[src/hw/mtsp_pkg.sv]
// MTSP decode definitions
`default_nettype none

package mtsp_pkg;

	//==========================================================================
	// Widths
	//==========================================================================
	localparam int DWORD_W    = 32;
	localparam int GPR_ADDR_W = 8;
	localparam int OPCODE_W   = 5;
	localparam int LANES      = 4;

	// Data and address words
	typedef logic [DWORD_W-1:0]    dword_t;
	typedef dword_t [LANES-1:0]    vec4_t;		// lane x in [31:0]
	typedef logic [GPR_ADDR_W-1:0] gpr_addr_t;
	typedef logic [DWORD_W-1:0]    pc_t;

	//==========================================================================
	// Unit instruction word
	//==========================================================================
	// ALU form, is_mem low
	typedef struct packed {
		logic                  is_mem;
		logic [OPCODE_W-1:0]   opcode;
		logic [LANES-1:0]      mask;
		logic [5:0]            dest_off;
		logic [2*LANES-1:0]    swizzle;	// two bits per lane, x in [1:0]
		logic [GPR_ADDR_W-1:0] src;
	} uinst_alu_t;

	// Memory form, is_mem high
	typedef struct packed {
		logic                  is_mem;
		logic [OPCODE_W-1:0]   mem_op;
		logic [LANES-1:0]      mask;
		logic [5:0]            dest_off;
		logic [7:0]            imm;
		logic [GPR_ADDR_W-1:0] src;
	} uinst_mem_t;

	// Same word seen both ways, form bit at the top of each
	typedef union packed {
		uinst_alu_t alu;
		uinst_mem_t mem;
	} uinst_u;

	// Main and sub per phase
	typedef struct packed {
		uinst_u p0_m;
		uinst_u p0_s;
		uinst_u p1_m;
		uinst_u p1_s;
	} uinst_x4_t;

	//==========================================================================
	// Micro-operations and stage bundles
	//==========================================================================
	typedef struct packed {
		logic                en;
		logic [OPCODE_W-1:0] opcode;
	} mo_lane_t;

	typedef struct packed {
		mo_lane_t         x;
		mo_lane_t         y;
		mo_lane_t         z;
		mo_lane_t         w;
		logic [LANES-1:0] mask;		// bit 0 is lane x
		gpr_addr_t        waddr;
	} mo_t;

	// Into the decode stage
	typedef struct packed {
		logic      valid;
		pc_t       pc;
		uinst_x4_t uinst;
		vec4_t     src0a;
		vec4_t     src0b;
		vec4_t     src1a;
		vec4_t     src1b;
		gpr_addr_t ref_addr_dest;
	} dec_in_t;

	// Toward execution
	typedef struct packed {
		logic      valid;
		pc_t       pc;
		uinst_x4_t uinst;
		gpr_addr_t ref_mem_src;
		vec4_t     src0a;
		vec4_t     src0b;
		vec4_t     src1a;
		vec4_t     src1b;
		mo_t       mo0;
		mo_t       mo1;
	} dec_out_t;

	// Lane mask an instruction claims; memory form claims none
	function automatic logic [LANES-1:0] alu_mask(input uinst_u u);
		return u.mem.is_mem ? '0 : u.alu.mask;
	endfunction

endpackage

`default_nettype wire

[src/hw/decode_latch.sv]
// Decode input latch
`default_nettype none
`timescale 1ns/100ps

module decode_latch (
	input  wire logic              clk,
	input  wire logic              rst_n,
	// Bundle from register read
	input  wire mtsp_pkg::dec_in_t bundle_in,
	// Registered bundle to decode
	output mtsp_pkg::dec_in_t      bundle
);

	//==========================================================================
	// Input register
	//==========================================================================
	// Whole bundle loads on the strobe
	// Payload holds otherwise, only valid drops
	always_ff @(posedge clk) begin
		if (!rst_n) begin
			bundle.valid <= 1'b0;
		end else if (bundle_in.valid) begin
			bundle <= bundle_in;
		end else begin
			bundle.valid <= 1'b0;
		end
	end

	// Strobe must be a known level out of reset
	a_strobe_known: assert property (
		@(posedge clk) rst_n |-> !$isunknown(bundle_in.valid)
	) else $error("decode_latch: valid strobe unknown");

endmodule

`default_nettype wire

[src/hw/src_swizzle.sv]
// Source vector lane swizzle
`default_nettype none
`timescale 1ns/100ps

module src_swizzle (
	input  wire logic            sel_en,
	// Two bits per output lane, x in [1:0]
	input  wire logic [7:0]      swizzle,
	input  wire mtsp_pkg::vec4_t vec_in,
	output mtsp_pkg::vec4_t      vec_out
);

	//==========================================================================
	// Lane select
	//==========================================================================
	always_comb begin
		for (int i = 0; i < mtsp_pkg::LANES; i++) begin
			// Each output lane picks any input lane
			if (sel_en) begin
				vec_out[i] = vec_in[swizzle[2*i +: 2]];
			end else begin
				vec_out[i] = vec_in[i];
			end
		end
	end

	// Bypass must leave the vector untouched
	a_pass: assert final (
		sel_en || vec_out == vec_in
	) else $error("src_swizzle: pass-through altered the vector");

endmodule

`default_nettype wire

[src/hw/mo_dispatch.sv]
// Micro-operation dispatch
`default_nettype none
`timescale 1ns/100ps

module mo_dispatch (
	input  wire mtsp_pkg::uinst_x4_t uinst,
	// Base for both write addresses
	input  wire mtsp_pkg::gpr_addr_t ref_addr_dest,
	// Phase 0 and phase 1 descriptors
	output mtsp_pkg::mo_t            mo0,
	output mtsp_pkg::mo_t            mo1
);

	//==========================================================================
	// One phase
	//==========================================================================
	// Main word owns its lanes, sub word fills what is left
	function automatic mtsp_pkg::mo_t build_mo(
		input mtsp_pkg::uinst_u    main_i,
		input mtsp_pkg::uinst_u    sub_i,
		input mtsp_pkg::gpr_addr_t base
	);
		mtsp_pkg::mo_t                             mo;
		mtsp_pkg::mo_lane_t [mtsp_pkg::LANES-1:0]  lane;
		logic               [mtsp_pkg::LANES-1:0]  m_mask;
		logic               [mtsp_pkg::LANES-1:0]  s_mask;

		// Memory form words claim no lanes
		m_mask = mtsp_pkg::alu_mask(main_i);
		s_mask = mtsp_pkg::alu_mask(sub_i);

		for (int i = 0; i < mtsp_pkg::LANES; i++) begin
			if (m_mask[i]) begin
				lane[i].en     = 1'b1;
				lane[i].opcode = main_i.alu.opcode;
			end else if (s_mask[i]) begin
				lane[i].en     = 1'b1;
				lane[i].opcode = sub_i.alu.opcode;
			end else begin
				// Idle lane
				lane[i].en     = 1'b0;
				lane[i].opcode = '0;
			end
		end

		// Lane 0 is x
		mo.x = lane[0];
		mo.y = lane[1];
		mo.z = lane[2];
		mo.w = lane[3];

		mo.mask = m_mask | s_mask;

		// dest_off sits at the same bits in both forms
		// 8-bit sum wraps past 255
		mo.waddr = base + mtsp_pkg::gpr_addr_t'(main_i.alu.dest_off);

		return mo;
	endfunction

	//==========================================================================
	// Both phases
	//==========================================================================
	always_comb begin
		mo0 = build_mo(uinst.p0_m, uinst.p0_s, ref_addr_dest);
		mo1 = build_mo(uinst.p1_m, uinst.p1_s, ref_addr_dest);
	end

endmodule

`default_nettype wire

[src/hw/decode_stage.sv]
// Decode stage 3
`default_nettype none
`timescale 1ns/100ps

module decode_stage (
	// Sampling clock for checks only
	input  wire logic              clk,
	input  wire mtsp_pkg::dec_in_t bundle,
	output mtsp_pkg::dec_out_t     result
);

	mtsp_pkg::uinst_u    p1_m;
	mtsp_pkg::uinst_u    p1_s;
	logic                p1_s_alu;
	mtsp_pkg::vec4_t     src1b_swz;
	mtsp_pkg::mo_t       mo0;
	mtsp_pkg::mo_t       mo1;

	assign p1_m     = bundle.uinst.p1_m;
	assign p1_s     = bundle.uinst.p1_s;
	assign p1_s_alu = !p1_s.mem.is_mem;

	//==========================================================================
	// Datapath
	//==========================================================================
	// Phase 1 sub swizzle reorders src1b
	src_swizzle u_src1b_swz (
		.sel_en  (p1_s_alu),
		.swizzle (p1_s.alu.swizzle),
		.vec_in  (bundle.src1b),
		.vec_out (src1b_swz)
	);

	mo_dispatch u_mo_dispatch (
		.uinst         (bundle.uinst),
		.ref_addr_dest (bundle.ref_addr_dest),
		.mo0           (mo0),
		.mo1           (mo1)
	);

	always_comb begin
		result.valid = bundle.valid;
		result.pc    = bundle.pc;
		result.uinst = bundle.uinst;
		result.src0a = bundle.src0a;
		result.src0b = bundle.src0b;
		result.src1a = bundle.src1a;
		result.src1b = src1b_swz;
		// Top two bits from the sub swizzle, ALU form only
		if (p1_s_alu) begin
			result.ref_mem_src = {p1_s.alu.swizzle[7:6], p1_m.alu.src[5:0]};
		end else begin
			result.ref_mem_src = p1_m.alu.src;
		end
		result.mo0 = mo0;
		result.mo1 = mo1;
	end

	// Main and sub never claim the same lane
	a_mask_p0: assert property (@(posedge clk) bundle.valid |->
		(mtsp_pkg::alu_mask(bundle.uinst.p0_m) & mtsp_pkg::alu_mask(bundle.uinst.p0_s)) == '0
	) else $error("decode_stage: phase 0 masks overlap");

	a_mask_p1: assert property (@(posedge clk) bundle.valid |->
		(mtsp_pkg::alu_mask(p1_m) & mtsp_pkg::alu_mask(p1_s)) == '0
	) else $error("decode_stage: phase 1 masks overlap");

	a_valid: assert property (@(posedge clk) result.valid == bundle.valid)
		else $error("decode_stage: valid not forwarded");

endmodule

`default_nettype wire

[src/hw/issue_latch.sv]
// Issue output latch
`default_nettype none
`timescale 1ns/100ps

module issue_latch (
	input  wire logic               clk,
	input  wire logic               rst_n,
	// Decoded bundle, combinational
	input  wire mtsp_pkg::dec_out_t result,
	// Toward execution
	output mtsp_pkg::dec_out_t      issue_out
);

	//==========================================================================
	// Output register
	//==========================================================================
	always_ff @(posedge clk) begin
		if (!rst_n) begin
			issue_out.valid <= 1'b0;
		end else if (result.valid) begin
			issue_out <= result;
		end else begin
			// Keep payload, drop valid
			issue_out.valid <= 1'b0;
		end
	end

	// Nothing issues on the cycle after a reset edge
	a_rst_quiet: assert property (
		@(posedge clk) !rst_n |=> !issue_out.valid
	) else $error("issue_latch: valid high right after reset");

endmodule

`default_nettype wire

[src/hw/decode_top.sv]
// Decode subsystem top
`default_nettype none
`timescale 1ns/100ps

module decode_top (
	input  wire logic              clk,
	input  wire logic              rst_n,
	input  wire mtsp_pkg::dec_in_t bundle_in,
	output mtsp_pkg::dec_out_t     issue_out
);

	// Latched bundle and its decode
	mtsp_pkg::dec_in_t  bundle;
	mtsp_pkg::dec_out_t result;

	//==========================================================================
	// Two-cycle pipe, latch then decode then issue
	//==========================================================================
	decode_latch u_decode_latch (
		.clk       (clk),
		.rst_n     (rst_n),
		.bundle_in (bundle_in),
		.bundle    (bundle)
	);

	decode_stage u_decode_stage (
		.clk    (clk),
		.bundle (bundle),
		.result (result)
	);

	issue_latch u_issue_latch (
		.clk       (clk),
		.rst_n     (rst_n),
		.result    (result),
		.issue_out (issue_out)
	);

endmodule

`default_nettype wire

[config.mk]
export PLATFORM = sky130hd
export DESIGN_NAME = decode_top
export DESIGN_NICKNAME = d
export VERILOG_FILES = /design/src/hw/mtsp_pkg.sv /design/src/hw/decode_latch.sv /design/src/hw/src_swizzle.sv /design/src/hw/mo_dispatch.sv /design/src/hw/decode_stage.sv /design/src/hw/issue_latch.sv /design/src/hw/decode_top.sv
export SDC_FILE = /design/constraint.sdc
export NUM_CORES = 1
export LEC_CHECK = 0
export BUFFER_PORTS_ARGS = -buffer_cell sky130_fd_sc_hd__buf_2
export CELL_PAD_IN_SITES_DETAIL_PLACEMENT = 1
export CELL_PAD_IN_SITES_GLOBAL_PLACEMENT = 1
export CORE_AREA = 2 2 555 557
export CTS_CLUSTER_SIZE = 28
export DETAILED_ROUTE_END_ITERATION = 16
export DIE_AREA = 0 0 557 559
export PLACE_DENSITY = 0.46
export RECOVER_POWER = 50
export SYNTH_ARGS = -nofsm -noshare
export SYNTH_HDL_FRONTEND = slang
export SYNTH_SLANG_ARGS = --single-unit
[constraint.sdc]
create_clock -name clk -period 28 [get_ports clk]
set_input_delay 0 -clock clk [delete_from_list [all_inputs] [get_ports clk]]
set_output_delay 0 -clock clk [all_outputs]
set_load 0.01 [all_outputs]
# After elaboration in Yosys (flattened, before gate mapping)
# Cells that the tools add are included.
[totals]
register_bits = 1434
out_inout_bits = 753
wordCells = 111
[op_classes]
n_addsub = 2
magnitude_cmp = 4
muxes = 35
n_bitwise = 2
reduce_logical = 2
[op_table]
columns = ["cell", "n"]
rows = [
  ["32-bit binary-select mux with 2-bit select", 4],
  ["32-bit two-way mux", 8],
  ["6-bit two-way mux", 8],
  ["5-bit two-way mux", 8],
  ["8-bit by 6-bit adder with 8-bit output", 2],
  ["4-bit two-way mux", 4],
  ["2-bit by 3-bit < comparator with 1-bit output, second input constant", 4],
  ["8-bit two-way mux", 1],
  ["4-bit OR", 2],
  ["2-bit AND reduction", 2],
  ["1-bit two-way mux", 2],
]

# Logic depth before layout (Yosys ltp)
[logic_depth]
word_depth = 3
depth_mapped = 7

# By module
# Synthesis repeated with hierarchy kept, for this count alone.
[unflattened]
cells_unflattened = 2747
area_unflattened_um2 = 52930.8
[modules_own_cells]
columns = ["mod", "n_inst", "cells_each", "area_each_um2", "seq_area_each_um2"]
rows = [
  ["issue_latch", 1, 755, 22614.2, 22601.7],
  ["decode_latch", 1, 683, 20452.1, 20439.6],
  ["src_swizzle", 1, 565, 4420.5, 0.0],
  ["decode_stage", 1, 554, 4162.7, 0.0],
  ["mo_dispatch", 1, 190, 1281.2, 0.0],
]

# Least setup slack after synthesis
# Ideal clock, no wire load.
[synth_timing]
path_type = "register to register"
start = "register, netlist name u_decode_latch.bundle[680]"
end = "register, netlist name u_issue_latch.issue_out[0]"
setup_ns = 1.207
arrival_time_ns = 17.043
required_ns = 26.793
setup_slack_ns = 9.750
stages_incl_launch_ff = 2
path_buffers = 0
synth_period_minus_slack_ns = 18.250
path_cell_list = "dfxtp_1 and2_1"
[synth_via]
elab_chain_len = 1
[synth_rtl]
columns = ["element"]
rows = [
  ["2-bit AND reduction (no source line)"],
]
# Every way passes these cells.
# A chain may end at the register's enable or synchronous reset.

# Worst setup path after layout
[layout_timing]
start = "register, netlist name u_decode_latch.bundle[680]"
end = "register, netlist name u_issue_latch.issue_out[606]"
[layout_via]
elab_chain_len = 1
[layout_rtl]
columns = ["element"]
rows = [
  ["2-bit AND reduction (no source line)"],
]
# Every way passes these cells.

==> qor.yml <==
status: "finished, violations left"
violations: "max-capacitance violations, max-slew violations"
r2r_end: "u_issue_latch.issue_out[606]$_DFFE_PP_"
slew_headroom_pct: -159
syn_area_per_cell_um2: 20.8
rr_worst_depth: 5
drc: 0
crit_start: "u_decode_latch.bundle[680]$_SDFF_PN0_"
leakage_nw: 28.4
worst_hold_path_type: "input pin to flop"
yosys_warnings: 0
grt_use_met2_pct: 24.5
switchingPower_mw: 1.18
yosysUniqueCellTypes: 46
timing.rr.start: "u_decode_latch.bundle[680]$_SDFF_PN0_"
gr-usage-met3_pct: 4.01
rsz0062_at_grt: "false"
vias: 34100
crit_path_end_kind: "flop"
start_util_pct: 15.8
critPathLaunchType: "flop"
fmax_ghz: 0.145
layout-drive-gt1-share_pct: 22.9
insertion_delay_ns: 0.82
cts_resized: 0
setup_violations: 0
first_iter_violations: 2388
grt_max_degree: 150
syn-num-nets: 3019
wl_per_cell_um: 24.7
final_area_mm2: 0.0790
final_nets: 5935
finalSetupTns_ns: 0
syn_inst: 2322
cts_max_level: 4
regToRegSetupSlack_ns: 21.09
p_int_mw: 3.99
async_flop_share_pct: 0
coreArea_mm2: 0.305
track_usage_pct: 14.5
finalHoldViolations: 0
grt-ovfl-total: 0
cts_setup_buffers: 0
first_global_vias: 36500
max_cap_violations: 5
critPathKind: "flop to flop"
rows: 203
cts_buffers: 169
clock_path_buffers: 4
regArea_mm2: 0.0429
port_buffers: 1435
die_x_um: 557
cts-root-buf: "clkbuf_16"
clk_pin_slew_ns: 0.06
place_area_mm2: 0.0605
multi_input_area_mm2: 0.00495
netSwitchingFraction_pct: 22.9
final.setup_skew_ns: 0.0440
nFillCells: 33300
syn2layout_area_growth_pct: 63.7
p_seq_share_pct: 48.8
tritoncts: "done"
combPwrFrac_pct: 7.8
fp.dieH_um: 559
drv_slew: 209
grt_pass1_wl_um: 315000
arrival_ns: 7.31
synth_ff_type: "edfxtp_1"
min_path_cells: 2
worst_pin_slew_ns: 3.89
post-route-min-period_ns: 6.91
synth_edf_count: 1426
clkSinkCount: 1428
synth-seq-cells: 1428
dp_hpwl_um: 175000
routabilityCongestion: 0.906
power_density_mw_per_mm2: 65.4
die_area_mm2: 0.311
use_met1_pct: 17.9
synthesis.area_mm2: 0.0483
cp_max_fo: 69
antenna_found_initial: 91
worstPathRequired_ns: 28.40
synth-seq-area-share_pct: 88.8
ir_drop_mv: 0.0571
wirelength_um: 235000
ant_nets: 0
grt_busiest_layer: "met2"
crit_end: "u_issue_latch.issue_out[606]$_DFFE_PP_"
ioPinCount: 1436
viasPerCell: 3.58
p_clk_share_pct: 43.5
period_share_pct: 24.7
dr.pass1.iters: 5
## what timing repair did
action / CTS / global route
hold buffers: 1353 / 0
setup endpoints to repair: 0 / 0
endpoints found under the hold margin: 782 / 0
## sequential cells by signal, summed over array words and instances, names as in the netlist
signal	cells
u_issue_latch.issue_out	747
u_decode_latch.bundle	681
## cell families after synthesis
family / count (synthesis) / synth area share [%]
XOR/XNOR: 9 / 0.163
multiplexers: 130 / 2.78
AO/OA/AOI/OAI: 335 / 4.30
AND/OR/NAND/NOR: 307 / 2.56
buffers and inverters: 99 / 1.04
flip-flops: 1428 / 88.8
adder cells (fa/ha/maj): 14 / 0.394
## placed cells by master, fill, tap and decap left out, types with 8 or more instances in the layout
master and count:
o211ai_1 13, clkbuf_1 560, a22o_1 53, nand2_1 155, xnor2_1 8, clkinv_1 39
bufinv_16 20, mux2_2 34, nor2_1 118, mux2i_1 96, edfxtp_1 1426, buf_4 41
o21ai_1 12, o21ai_0 106, diode_2 48, ha_1 12, dlygate4sd3_1 1353, a22oi_1 31
buf_2 897, nor2b_1 9, inv_1 9, a21oi_1 92, clkbuf_16 171, clkinv_2 19
a21o_1 15
## worst min path at each step
stage / from / end / slack (ns)
2_1_floorplan: bundle_in[0] / u_decode_latch.bundle[0]$_DFFE_PP_ / 0.1
3_3_place_gp: bundle_in[149] / u_decode_latch.bundle[149]$_DFFE_PP_ / 0.18
3_5_place_dp: bundle_in[154] / u_decode_latch.bundle[154]$_DFFE_PP_ / 0.18
4_1_cts: bundle_in[52] / u_decode_latch.bundle[52]$_DFFE_PP_ / 0.01
5_1_grt: bundle_in[52] / u_decode_latch.bundle[52]$_DFFE_PP_ / 0.01
6_report: bundle_in[20] / u_decode_latch.bundle[20]$_DFFE_PP_ / 0.05
## critical path: stages, from the launching register on
cell and delay, ns:
dfxtp_1 0.33, and2_0 2.65, buf_4 0.92, buf_4 0.65, buf_4 0.81, buf_4 0.85
## metrics by stage
step / utilization, % / instances / power [mW] / hold WS, ns / setup WS [ns]
after floorplan: - / 2322 / 2.70 / 0.0989 / 9.75
after CTS: 26.1 / 9465 / 5.24 / 0.0150 / 23.20
after global routing: 25.9 / 9507 / 5.35 / 0.00967 / 20.46
final: 25.9 / 9513 / 5.17 / 0.0476 / 21.09
after detailed placement: 19.8 / 7814 / 2.82 / 0.178 / 23.23
after global placement: 19.8 / 7814 / 2.81 / 0.176 / 23.30
## cells in the mapped netlist (2+ instances only)
library cell     n  share of area [%]
a211oi_1         2              0.031
a21o_1          17               0.26
a21oi_1         92               0.95
a22o_1          53               0.96
a22oi_1         31               0.48
and2_1           5              0.065
buf_2           24               0.25
buf_4           23               0.36
buf_6            2              0.047
clkbuf_1        38               0.30
dfxtp_1          2              0.083
edfxtp_1      1426                 89
fa_1             2              0.083
ha_1            12               0.31
inv_1           10              0.078
mux2_2          34               0.79
mux2i_1         96                2.0
nand2_1        156                1.2
nand2b_1         4              0.052
nand3_1          2              0.021
nor2_1         120               0.93
nor2b_1         10               0.13
nor3_1           3              0.031
o211ai_1        13               0.20
o21ai_0        106                1.1
o21ai_1         12               0.12
xnor2_1          8               0.15
## cell type report
cell class	instances	area share, %
Tap cell	4100	6.49
Sequential cell	1428	54.2
Inverter	11	0.0522
Timing Repair Buffer	2833	25.8
Clock inverter	102	1.43
Antenna cell	48	0.152
Multi-Input combinational cell	795	6.27
Clock buffer	196	5.58
## metal layers
layer / part of all wire, % / up-vias
met4: 3.4 / 20
met3: 7.5 / 341
met2: 47 / 1423
li1: - / 15000
met5: 0.061 / -
met1: 42 / 17300
## power by group through the flow
stage / sequential [mW] / combinational, mW / clock (mW)
detailed placement: 2.57 / 0.249 / 0
global route: 2.53 / 0.435 / 2.39
global placement: 2.57 / 0.245 / 0
finish: 2.52 / 0.401 / 2.25
floorplan: 2.59 / 0.110 / 0
CTS: 2.52 / 0.405 / 2.31
No activity file was read; power rests on OpenSTA's default activity.
